## src/pitch_pkg.sv

```systemverilog
package pitch_pkg;

    // Widths of the SDRAM side
    localparam int ADDR_W  = 23;
    localparam int DATA_W  = 32;
    localparam int COUNT_W = 23;

    // Speed ratio in eighths where 8 is unity
    localparam int SPEED_W   = 4;
    localparam int FRAC_BITS = 3;

    // Source position is a word offset plus the fraction
    localparam int POS_W = ADDR_W + FRAC_BITS;

    // Sample count sits in the low bits of the header word
    localparam int HEADER_LEN_BITS = 23;

    typedef logic [ADDR_W-1:0]  sdram_addr_t;
    typedef logic [DATA_W-1:0]  sample_word_t;   // Left in upper half, right in lower
    typedef logic [COUNT_W-1:0] sample_count_t;
    typedef logic [SPEED_W-1:0] speed_t;
    typedef logic [POS_W-1:0]   src_pos_t;

    // Controller sequence
    typedef enum logic [2:0] {
        IDLE,
        READ_HEADER,
        WRITE_HEADER,
        READ_SAMPLE,
        WRITE_SAMPLE,
        FINISH
    } ctrl_state_t;

endpackage

```

## src/mem_cmd_if.sv

```systemverilog
`timescale 1ns/1ps

// One command in flight at a time, next one only after ack
interface mem_cmd_if;

    logic                    rd_req;   // Single-cycle strobes
    logic                    wr_req;
    pitch_pkg::sdram_addr_t  addr;
    pitch_pkg::sample_word_t wdata;

    logic                    ack;      // Access ended
    pitch_pkg::sample_word_t rdata;    // Held until the next read

    modport ctrl (
        output rd_req,
        output wr_req,
        output addr,
        output wdata,
        input  ack,
        input  rdata
    );

    modport access (
        input  rd_req,
        input  wr_req,
        input  addr,
        input  wdata,
        output ack,
        output rdata
    );

endinterface

```

## src/sdram_access.sv

```systemverilog
`timescale 1ns/1ps

// Turns command strobes into read/write levels held until finished
module sdram_access (
    input  logic                    i_clk,
    input  logic                    i_rst,
    mem_cmd_if.access               cmd,
    output logic                    read,
    output logic                    write,
    output pitch_pkg::sdram_addr_t  addr,
    output pitch_pkg::sample_word_t writedata,
    input  pitch_pkg::sample_word_t readdata,
    input  logic                    sdram_finished
);

    logic                    busy;
    logic                    ack_q;
    pitch_pkg::sample_word_t rdata_q;

    assign busy = read || write;

    always_ff @(posedge i_clk or posedge i_rst) begin
        if (i_rst) begin
            read  <= 1'b0;
            write <= 1'b0;
            ack_q <= 1'b0;
        end else begin
            ack_q <= 1'b0;
            if (busy) begin
                if (sdram_finished) begin
                    read  <= 1'b0;
                    write <= 1'b0;
                    ack_q <= 1'b1;
                end
            end else if (cmd.rd_req) begin
                read <= 1'b1;
            end else if (cmd.wr_req) begin
                write <= 1'b1;
            end
        end
    end

    // Address and data stay put for the whole access
    always_ff @(posedge i_clk) begin
        if (!busy && (cmd.rd_req || cmd.wr_req)) begin
            addr <= cmd.addr;
        end
        if (!busy && cmd.wr_req) begin
            writedata <= cmd.wdata;
        end
        if (read && sdram_finished) begin
            rdata_q <= readdata;   // Valid only in the finished cycle
        end
    end

    assign cmd.ack   = ack_q;
    assign cmd.rdata = rdata_q;

endmodule

```

## src/resample_addr_gen.sv

```systemverilog
`timescale 1ns/1ps

// Fractional source walk, one step per output sample
module resample_addr_gen (
    input  logic                     i_clk,
    input  logic                     i_rst,
    input  logic                     init,
    input  logic                     step,
    input  pitch_pkg::sdram_addr_t   src_base,
    input  pitch_pkg::sample_count_t sample_count,
    input  pitch_pkg::speed_t        speed,
    output pitch_pkg::sdram_addr_t   src_addr,
    output logic                     last
);

    localparam int POS_MSB = $bits(pitch_pkg::src_pos_t) - 1;

    pitch_pkg::src_pos_t      pos;       // Word offset with FRAC_BITS fraction
    pitch_pkg::sdram_addr_t   base_q;
    pitch_pkg::sample_count_t count_q;
    pitch_pkg::sample_count_t index;     // Output sample number
    pitch_pkg::sdram_addr_t   pos_int;

    always_ff @(posedge i_clk or posedge i_rst) begin
        if (i_rst) begin
            pos     <= '0;
            base_q  <= '0;
            count_q <= '0;
            index   <= '0;
        end else if (init) begin
            pos     <= '0;
            base_q  <= src_base;
            count_q <= sample_count;
            index   <= '0;
        end else if (step) begin
            pos   <= pos + pitch_pkg::src_pos_t'(speed);
            index <= index + pitch_pkg::sample_count_t'(1);
        end
    end

    // Drop the fraction
    assign pos_int = pos[POS_MSB:pitch_pkg::FRAC_BITS];

    // Skip the header word
    assign src_addr = base_q + pitch_pkg::sdram_addr_t'(1) + pos_int;

    assign last = (index == count_q - pitch_pkg::sample_count_t'(1));

endmodule

```

## src/resample_ctrl.sv

```systemverilog
`timescale 1ns/1ps

// Header copy, then read/write pairs until the last sample
module resample_ctrl (
    input  logic                     i_clk,
    input  logic                     i_rst,
    input  logic                     start,
    input  pitch_pkg::sdram_addr_t   src_base,
    input  pitch_pkg::sdram_addr_t   dst_base,
    mem_cmd_if.ctrl                  mem,
    output logic                     gen_init,
    output logic                     gen_step,
    input  pitch_pkg::sdram_addr_t   src_addr,
    input  logic                     last,
    output pitch_pkg::sample_count_t sample_count,
    output logic                     done
);

    pitch_pkg::ctrl_state_t   state;
    pitch_pkg::sdram_addr_t   hdr_addr;
    pitch_pkg::sdram_addr_t   dst_ptr;   // Next destination word
    pitch_pkg::sample_count_t count_q;
    logic                     issue;     // First cycle of an access state

    always_ff @(posedge i_clk or posedge i_rst) begin
        if (i_rst) begin
            state    <= pitch_pkg::IDLE;
            issue    <= 1'b0;
            hdr_addr <= '0;
            dst_ptr  <= '0;
            count_q  <= '0;
        end else begin
            issue <= 1'b0;
            case (state)
                pitch_pkg::IDLE: begin
                    if (start) begin
                        hdr_addr <= src_base;
                        dst_ptr  <= dst_base;
                        state    <= pitch_pkg::READ_HEADER;
                        issue    <= 1'b1;
                    end
                end
                pitch_pkg::READ_HEADER: begin
                    if (mem.ack) begin
                        count_q <= mem.rdata[pitch_pkg::HEADER_LEN_BITS-1:0];
                        state   <= pitch_pkg::WRITE_HEADER;
                        issue   <= 1'b1;
                    end
                end
                pitch_pkg::WRITE_HEADER: begin
                    if (mem.ack) begin
                        dst_ptr <= dst_ptr + pitch_pkg::sdram_addr_t'(1);
                        if (count_q == '0) begin
                            state <= pitch_pkg::FINISH;
                        end else begin
                            state <= pitch_pkg::READ_SAMPLE;
                            issue <= 1'b1;
                        end
                    end
                end
                pitch_pkg::READ_SAMPLE: begin
                    if (mem.ack) begin
                        state <= pitch_pkg::WRITE_SAMPLE;
                        issue <= 1'b1;
                    end
                end
                pitch_pkg::WRITE_SAMPLE: begin
                    if (mem.ack) begin
                        dst_ptr <= dst_ptr + pitch_pkg::sdram_addr_t'(1);
                        if (last) begin
                            state <= pitch_pkg::FINISH;
                        end else begin
                            state <= pitch_pkg::READ_SAMPLE;
                            issue <= 1'b1;
                        end
                    end
                end
                pitch_pkg::FINISH: state <= pitch_pkg::IDLE;
                default:           state <= pitch_pkg::IDLE;
            endcase
        end
    end

    assign mem.rd_req = issue && (state == pitch_pkg::READ_HEADER ||
                                  state == pitch_pkg::READ_SAMPLE);
    assign mem.wr_req = issue && (state == pitch_pkg::WRITE_HEADER ||
                                  state == pitch_pkg::WRITE_SAMPLE);

    assign mem.addr = (state == pitch_pkg::READ_HEADER) ? hdr_addr :
                      (state == pitch_pkg::READ_SAMPLE) ? src_addr : dst_ptr;

    // Sample write reuses the word still held from the read
    assign mem.wdata = (state == pitch_pkg::WRITE_HEADER) ?
                       pitch_pkg::sample_word_t'(count_q) : mem.rdata;

    // Generator moves on the ack, so src_addr is ready for the next read
    assign gen_init = (state == pitch_pkg::WRITE_HEADER) && mem.ack && (count_q != '0);
    assign gen_step = (state == pitch_pkg::WRITE_SAMPLE) && mem.ack && !last;

    assign sample_count = count_q;
    assign done         = (state == pitch_pkg::FINISH);

endmodule

```

## src/pitch_core.sv

```systemverilog
`timescale 1ns/1ps

module pitch_core (
    input  logic                    i_clk,
    input  logic                    i_rst,
    input  logic                    pitch_start,
    input  pitch_pkg::sdram_addr_t  src_base,
    input  pitch_pkg::sdram_addr_t  dst_base,
    input  pitch_pkg::speed_t       pitch_speed,   // Held stable for a run
    output logic                    pitch_done,
    output logic                    pitch_read,
    output logic                    pitch_write,
    output pitch_pkg::sdram_addr_t  pitch_addr,
    input  pitch_pkg::sample_word_t pitch_readdata,
    output pitch_pkg::sample_word_t pitch_writedata,
    input  logic                    pitch_sdram_finished
);

    mem_cmd_if mem_if ();

    logic                     gen_init;
    logic                     gen_step;
    logic                     last;
    pitch_pkg::sdram_addr_t   src_addr;
    pitch_pkg::sample_count_t sample_count;

    resample_ctrl ctrl_i (
        .i_clk        (i_clk),
        .i_rst        (i_rst),
        .start        (pitch_start),
        .src_base     (src_base),
        .dst_base     (dst_base),
        .mem          (mem_if.ctrl),
        .gen_init     (gen_init),
        .gen_step     (gen_step),
        .src_addr     (src_addr),
        .last         (last),
        .sample_count (sample_count),
        .done         (pitch_done)
    );

    resample_addr_gen gen_i (
        .i_clk        (i_clk),
        .i_rst        (i_rst),
        .init         (gen_init),
        .step         (gen_step),
        .src_base     (src_base),
        .sample_count (sample_count),
        .speed        (pitch_speed),
        .src_addr     (src_addr),
        .last         (last)
    );

    sdram_access access_i (
        .i_clk          (i_clk),
        .i_rst          (i_rst),
        .cmd            (mem_if.access),
        .read           (pitch_read),
        .write          (pitch_write),
        .addr           (pitch_addr),
        .writedata      (pitch_writedata),
        .readdata       (pitch_readdata),
        .sdram_finished (pitch_sdram_finished)
    );

endmodule

```

## config.mk

```make
export PLATFORM = sky130hd
export DESIGN_NAME = pitch_core
export DESIGN_NICKNAME = d
export VERILOG_FILES = /design/src/pitch_pkg.sv /design/src/mem_cmd_if.sv /design/src/sdram_access.sv /design/src/resample_addr_gen.sv /design/src/resample_ctrl.sv /design/src/pitch_core.sv
export SDC_FILE = /design/constraint.sdc
export NUM_CORES = 1
export LEC_CHECK = 0
export BUFFER_PORTS_ARGS = -buffer_cell sky130_fd_sc_hd__buf_4
export CELL_PAD_IN_SITES_DETAIL_PLACEMENT = 1
export CELL_PAD_IN_SITES_GLOBAL_PLACEMENT = 1
export CORE_ASPECT_RATIO = 0.7
export CORE_UTILIZATION = 40
export DETAILED_ROUTE_END_ITERATION = 6
export GPL_TIMING_DRIVEN = 0
export PLACE_DENSITY_LB_ADDON = 0.2
export SYNTH_ARGS = -nofsm -noshare
export SYNTH_HDL_FRONTEND = slang
export SYNTH_SLANG_ARGS = --single-unit
```

## constraint.sdc

```tcl
create_clock -name i_clk -period 9.2 [get_ports i_clk]
set_input_delay 0.92 -clock i_clk [delete_from_list [all_inputs] [get_ports i_clk]]
set_output_delay 0.92 -clock i_clk [all_outputs]
set_load 0.03 [all_outputs]
```

==> results.py, run 1 <==
metrics = {
    "pwr": {
        "comb_power_share_pct": 37.5,
        "p_sw_share_pct": 38.9,
        "switchingPower_mw": 1.84,
        "p_leak_nw": 6.52,
        "powerDensity_nw_per_um2": 304,
        "intPower_mw": 2.89,
        "p_seq_share_pct": 39.1,
        "clkPwrFrac_pct": 23.4,
        "peakVddDrop_uv": 144,
    },
    "sta": {
        "worstMarginPinSlew_ns": 1.40,
        "slew_viol_final": 0,
        "max-slew-margin-rel_pct": 6.09,
        "period_minus_slack_ns": 3.57,
        "hold_viol": 0,
        "max_freq_mhz": 280,
        "setup_tns_ns": 0,
        "skew_ns": 0.0289,
        "setup_viol": 0,
        "rsz0062_at_grt": "no",
        "fin_crit_sh_pct": 38.8,
    },
    "critical_path": {
        "ff2ff_setup_slack_ns": 5.63,
        "worstReg2RegStart": "gen_i.pos[4]",
        "endpoint_kind": "flop",
        "crit_path_frequent_cell": "a211oi_1",
        "crit_path_max_fanout": 6,
        "critPathKind": "flop to flop",
        "worstPathArrival_ns": 3.88,
        "worstPathRequired_ns": 9.52,
        "crit_chain": "ha_1 > nor2b_1 > o21a_1 > o21ai_0 > a211oi_1 > a221o_1 > a211oi_1 > o41ai_1 > mux2i_1 > nand2_1",
        "cpPeakStageDelay_ns": 0.67,
        "rr_worst_depth": 10,
        "endpoint": "access_i.addr[19]",
        "cp-startpoint": "gen_i.pos[4]",
        "start_kind": "flop",
        "crit_slowest_cell": "o41ai_1",
        "worst_r2r_endpoint": "access_i.addr[19]",
    },
    "synth": {
        "yosysUniqueCellTypes": 67,
        "syn_area_um2": 13000,
        "synthCells": 1268,
        "synthFlopType": "dfrtp_1",
        "yosys_warnings": 0,
        "synth_nets": 1385,
        "ys_seq_area_share_pct": 53.0,
        "synth_edf_count": 87,
        "ys_ff_latch": 258,
        "async_reset_ff_share_pct": 66.3,
        "syn_area_per_cell_um2": 10.3,
    },
    "floorplanning": {
        "die_x_um": 218,
        "dieArea_um2": 33300,
        "die_y_um": 153,
        "placementRows": 54,
        "io_pins": 144,
        "initial_utilization_pct": 41.2,
        "coreArea_um2": 31600,
    },
    "flow_run": {
        "max-cap-violations": 0,
    },
    "final_layout": {
        "fin_util_pct": 49.3,
        "antennaDiodeCount": 0,
        "drive_above_1_share_pct": 19.5,
        "final_nets": 1559,
        "syn_to_final_growth_pct": 19.6,
    },
    "clock_tree": {
        "h-tree-depth": 1,
        "tritoncts_num_sinks": 258,
        "cts_tree": "built",
        "cts_setup_buffers": 0,
        "root_buffer": "clkbuf_16",
        "worstSkewPairLatency_ns": 0.57,
        "numCtsBuffers": 27,
        "cts_buffer_depth": 3,
        "clkSlewWorstSetupHoldPaths_ns": 0.07,
        "ctsResizeCount": 0,
        "holdBufCountCts": 0,
    },
    "drt": {
        "viasPerCell": 5.63,
        "drtAntennaViolNets": 0,
        "firstDrtPassIters": 5,
        "num_vias": 10600,
        "routed_wirelength_um": 41300,
        "wl_per_cell_um": 22.0,
        "drc": 0,
        "dr.first_iter.drc_count": 942,
    },
    "global_routing": {
        "grt_pass1_vias": 10800,
        "grt_util_all_layers_pct": 25.3,
        "antenna_found_initial": 0,
        "grt_max_degree": 98,
        "grt_pass1_wl_um": 64800,
        "grt.overflow.total": 0,
    },
    "worst_hold_path": {
        "hold_path_class": "input port to async pin",
    },
    "placed_design": {
        "io_buffers": 143,
        "place_congestion": 0.866,
        "dpl.hpwl_um": 30700,
    },
    "outcome": {
        "status": "completed",
    },
}
## cells by family (layout without fill, tap and decap cells)
group           Yosys count  in the layout  synth area share [%]
simple gates            495            495                  18.2
fa+ha+maj                31             31                  3.10
xor+xnor                 69             69                  4.64
flops                   258            258                  53.0
buf+inv                  87            282                  2.69
mux                      91             91                  7.66
compound gates          237            237                  10.7
## worst max-delay path, delay by kind of cell, from the launching register on
kind            cells  cell delay, ns
compound gates      6            2.02
flops               1            0.51
fa+ha+maj           1            0.33
mux                 1            0.28
simple gates        2            0.19
## flip-flops by register name (all words and copies together), names as in the netlist, 3 cells and up
register             count
access_i.addr           23
access_i.cmd.rdata      32
access_i.writedata      32
ctrl_i.dst_ptr          23
ctrl_i.hdr_addr         23
ctrl_i.sample_count     23
ctrl_i.state             3
gen_i.base_q            23
gen_i.count_q           23
gen_i.index             23
gen_i.pos               26
## placed cells by master, fill, tap and decap left out, types with 47 or more instances in the layout
cell	count
nor2_1	68
clkbuf_1	47
nand2_1	225
a21oi_1	78
mux2_2	69
xnor2_1	51
edfxtp_1	87
o21ai_0	74
dfrtp_1	171
buf_4	145
## final cells by class
class / count / area (um^2)
Clock inverter: 16 / 161
Buffer: 55 / 230
Clock buffer: 34 / 722
Multi-Input combinational cell: 923 / 5780
Inverter: 32 / 128
Sequential cell: 258 / 6890
Fill cell: 3545 / 16000
Timing Repair Buffer: 145 / 1120
Tap cell: 420 / 526
## power by group through the flow
stage               clock, mW  sequential (mW)  combinational (mW)
floorplan                   0             1.79                1.20
global placement            0             1.84                1.67
detailed placement          0             1.85                1.75
CTS                      1.13             1.84                1.76
global route             1.17             1.88                1.95
finish                   1.11             1.85                1.77
## how the worst min path moves through the flow
stage                     cells after the start                end
after floorplan                               2   gen_i.base_q[10]
after global placement                        2   gen_i.base_q[21]
after detailed placement                      2   gen_i.base_q[11]
after CTS                                     2  ctrl_i.dst_ptr[5]
after global routing                          2  ctrl_i.dst_ptr[5]
final                                         2  ctrl_i.dst_ptr[5]
## per-layer routing
| layer | share of wire [%] | track usage (%) | vias to the layer above |
|---|---|---|---|
| met5 | 0 | 0 | - |
| met1 | 51 | 40.2 | 5383 |
| li1 | - | - | 4909 |
| met2 | 42 | 36.8 | 275 |
| met4 | 1.3 | 3.92 | 0 |
| met3 | 5.7 | 3.34 | 43 |
## synth_stat cells (all sizes together), types with 11 or more instances
master	instances	area (um^2)
a21oi	79	395
a31oi	11	68.8
and3	18	113
buf	13	72.6
clkbuf	42	158
dfrtp	171	4280
edfxtp	87	2610
ha	29	363
inv	32	120
mux2	69	777
mux2i	22	220
nand2	225	845
nand3	38	190
nand4	26	163
nor2	70	265
nor2b	17	106
nor3	33	180
nor4	19	153
o21ai	78	390
o22ai	17	106
or3	21	136
xnor2	51	447
xor2	18	158
## per-stage QoR
step	cells	instance area, um^2	hold WS, ns	power, mW	setup WS [ns]
final	1883	15600	0.414	4.73	5.63
after detailed placement	1833	14700	0.478	3.60	5.62
after global placement	1831	14600	0.466	3.51	1.19
after floorplan	1268	13000	0.452	2.99	3.65
after CTS	1883	15600	0.442	4.73	5.69
after global routing	1883	15600	0.443	5.01	5.46
Note: power is estimated with default switching activity, not from simulation.
==> run 2, diff against run 1 <==
- clock period: 9.2 -> 3.7 ns (I/O delays scaled with it)
==> run 2 against run 1 <==
  * First-iteration DRC count rose by 3.6%
  * Clock-buffer cell count grew 5
  * Global-route usage increased by 0.39 points
  * Sequential share of layout area fell by 1.5 points
  * Clock power grew to 2.8 times the previous value
  * Critical path depth up 1
  * Routed wire length grew 2.3%
  * Critical endpoint is now gen_i.pos[15]
  * Fmax grew 2.4%
  * Die area did not move
  * Setup slack lost 5.4 ns
  * Non-clock buffer count grew 38
==> results.py, run 2 (synthesis gave the netlist of run 1 again) <==
metrics = {
    "outcome": {
        "status": "completed",
    },
    "drt": {
        "num_vias": 10800,
        "dr.first_iter.drc_count": 976,
        "drc": 0,
        "viasPerCell": 5.61,
        "wl_per_cell_um": 22.0,
        "firstDrtPassIters": 5,
        "routed_wirelength_um": 42300,
        "drtAntennaViolNets": 0,
    },
    "floorplanning": {
        "die_x_um": 218,
        "initial_utilization_pct": 41.2,
        "coreArea_um2": 31600,
        "die_y_um": 153,
        "io_pins": 144,
        "dieArea_um2": 33300,
        "placementRows": 54,
    },
    "placed_design": {
        "io_buffers": 143,
        "dp.cells": 1836,
        "pre_cts_ws_ns": 0.144,
        "place_congestion": 0.851,
        "dpl.hpwl_um": 31100,
        "placed_area_um2": 14700,
    },
    "global_routing": {
        "grt.overflow.total": 0,
        "grt_util_all_layers_pct": 25.7,
        "grt_max_degree": 39,
        "grt_pass1_wl_um": 66000,
        "grt_pass1_vias": 10900,
        "antenna_found_initial": 0,
    },
    "worst_hold_path": {
        "hold_path_startpoint": "src_base[1]",
        "hold_path_class": "input port to flop",
        "hold_path_end": "gen_i.base_q[1]",
        "whs_path_depth": 3,
    },
    "sta": {
        "setup_viol": 0,
        "period_minus_slack_ns": 3.48,
        "setup_tns_ns": 0,
        "fin_ws_ns": 0.219,
        "skew_ns": 0.0264,
        "max-slew-margin-rel_pct": 9.09,
        "rsz0062_at_grt": "no",
        "worstMarginPinSlew_ns": 1.35,
        "slew_viol_final": 0,
        "fin_crit_sh_pct": 94.1,
        "hold_viol": 0,
        "max_freq_mhz": 287,
    },
    "pwr": {
        "clkPwrFrac_pct": 25.4,
        "p_leak_nw": 6.75,
        "intPower_mw": 7.50,
        "p_total_mw": 12.1,
        "p_sw_share_pct": 38.2,
        "powerDensity_nw_per_um2": 755,
        "switchingPower_mw": 4.64,
        "comb_power_share_pct": 36.8,
        "peakVddDrop_uv": 394,
        "p_seq_share_pct": 37.8,
    },
    "clock_tree": {
        "cts_tree": "built",
        "h-tree-depth": 1,
        "root_buffer": "clkbuf_16",
        "clkSlewWorstSetupHoldPaths_ns": 0.07,
        "tritoncts_num_sinks": 258,
        "cts_buffer_depth": 3,
        "numCtsBuffers": 28,
        "cts_setup_buffers": 0,
        "worstSkewPairLatency_ns": 0.58,
    },
    "critical_path": {
        "crit_slowest_cell": "nor3_1",
        "worstPathRequired_ns": 4.15,
        "crit_path_max_fanout": 8,
        "endpoint_kind": "flop",
        "rr_worst_depth": 11,
        "worstReg2RegStart": "gen_i.count_q[0]",
        "ff2ff_setup_slack_ns": 0.22,
        "critPathKind": "flop to flop",
        "start_kind": "flop",
        "worst_r2r_endpoint": "gen_i.pos[15]",
        "worstPathArrival_ns": 3.93,
        "path_buf_inv": 1,
        "cpPeakStageDelay_ns": 0.75,
        "cp_top_family": "simple AND/OR/NAND/NOR gates",
        "crit_chain": "inv_1 > ha_1 > or3b_4 > nor4_4 > nand4_1 > xnor2_1 > nand4_1 > nor4_4 > nor3_1 > a21oi_1 > a31o_2",
    },
    "final_layout": {
        "layout_common_cells": "225 x nand2_1, 171 x dfrtp_1, 145 x buf_4, 87 x edfxtp_1, 78 x a21oi_1",
        "syn_to_final_growth_pct": 23.6,
        "antennaDiodeCount": 0,
        "layout.cells.non_filler": 1923,
        "drive_above_1_share_pct": 19.3,
        "final_nets": 1598,
        "final_common_cell": "nand2_1",
        "fin_area_um2": 16100,
    },
    "flow_run": {
        "max-cap-violations": 0,
    },
}
run 2: cell count changes in the layout (fill, tap and decap cells not counted), sizes merged, moves of 3 or more:
cell,change
clkinv,-4
buf,+3
bufinv,+3
dlygate4sd3,+35
inv,-3
clkbuf,+5
run 2: power groups by stage:
stage          clock network [mW]  registers [mW]  logic, mW
5_1_grt                      3.22            4.69       4.90
2_1_floorplan                   0            4.45       2.99
6_report                     3.08            4.59       4.47
4_1_cts                      3.12            4.57       4.42
3_3_place_gp                    0            4.57       4.16
3_5_place_dp                    0            4.61       4.35
run 2: worst max path at each step:
| stage | to | from | cells after the start |
|---|---|---|---|
| after floorplan | access_i.writedata[0] | ctrl_i.state[2] | 6 |
| after global placement | gen_i.index[5] | i_rst | 2 |
| after detailed placement | gen_i.pos[22] | gen_i.count_q[0] | 13 |
| after CTS | gen_i.pos[22] | gen_i.count_q[0] | 13 |
| after global routing | gen_i.pos[15] | gen_i.count_q[0] | 11 |
| final | gen_i.pos[15] | gen_i.count_q[0] | 11 |
run 2: layout make-up:
type / count / area [um^2]
multi-input combinational: 923 / 5790
clock inverter: 13 / 221
tap: 420 / 526
buffer: 55 / 230
fill: 3480 / 15500
clock buffer: 39 / 782
timing repair buffer: 183 / 1520
inverter: 32 / 124
sequential: 258 / 6890
run 2: per-stage QoR:
step / utilization [%] / hold WS, ns
after CTS: 51.0 / 0.00293
after detailed placement: 46.7 / 0.478
after global placement: 46.3 / 0.466
after global routing: 51.0 / 0.00957
after floorplan: - / 0.452
final: 51.0 / 0.0172
run 2: per-layer routing:
metal / GRT usage (%) / up-vias / share of wire (%)
li1: - / 4971 / -
met1: 40.3 / 5496 / 50
met2: 37.8 / 279 / 43
met3: 3.74 / 44 / 5.6
met4: 4.06 / 0 / 1.5
met5: 0 / - / 0
run 2: worst register-to-register path, delay by kind of cell (launching register included):
kind                     cells  cell delay (ns)
flip-flops                   1             0.42
buffers and inverters        1             0.08
AO/OA/AOI/OAI                2             0.41
adder cells (fa/ha/maj)      1             0.21
AND/OR/NAND/NOR              6             2.05
XOR/XNOR                     1             0.19
run 2: timing repair:
| action | CTS | global route |
|---|---|---|
| hold endpoints to repair | 62 | 0 |
| endpoints found under the setup margin | 0 | 20 |
| hold buffers | 35 | 0 |
| gates resized for setup | 0 | 1 |
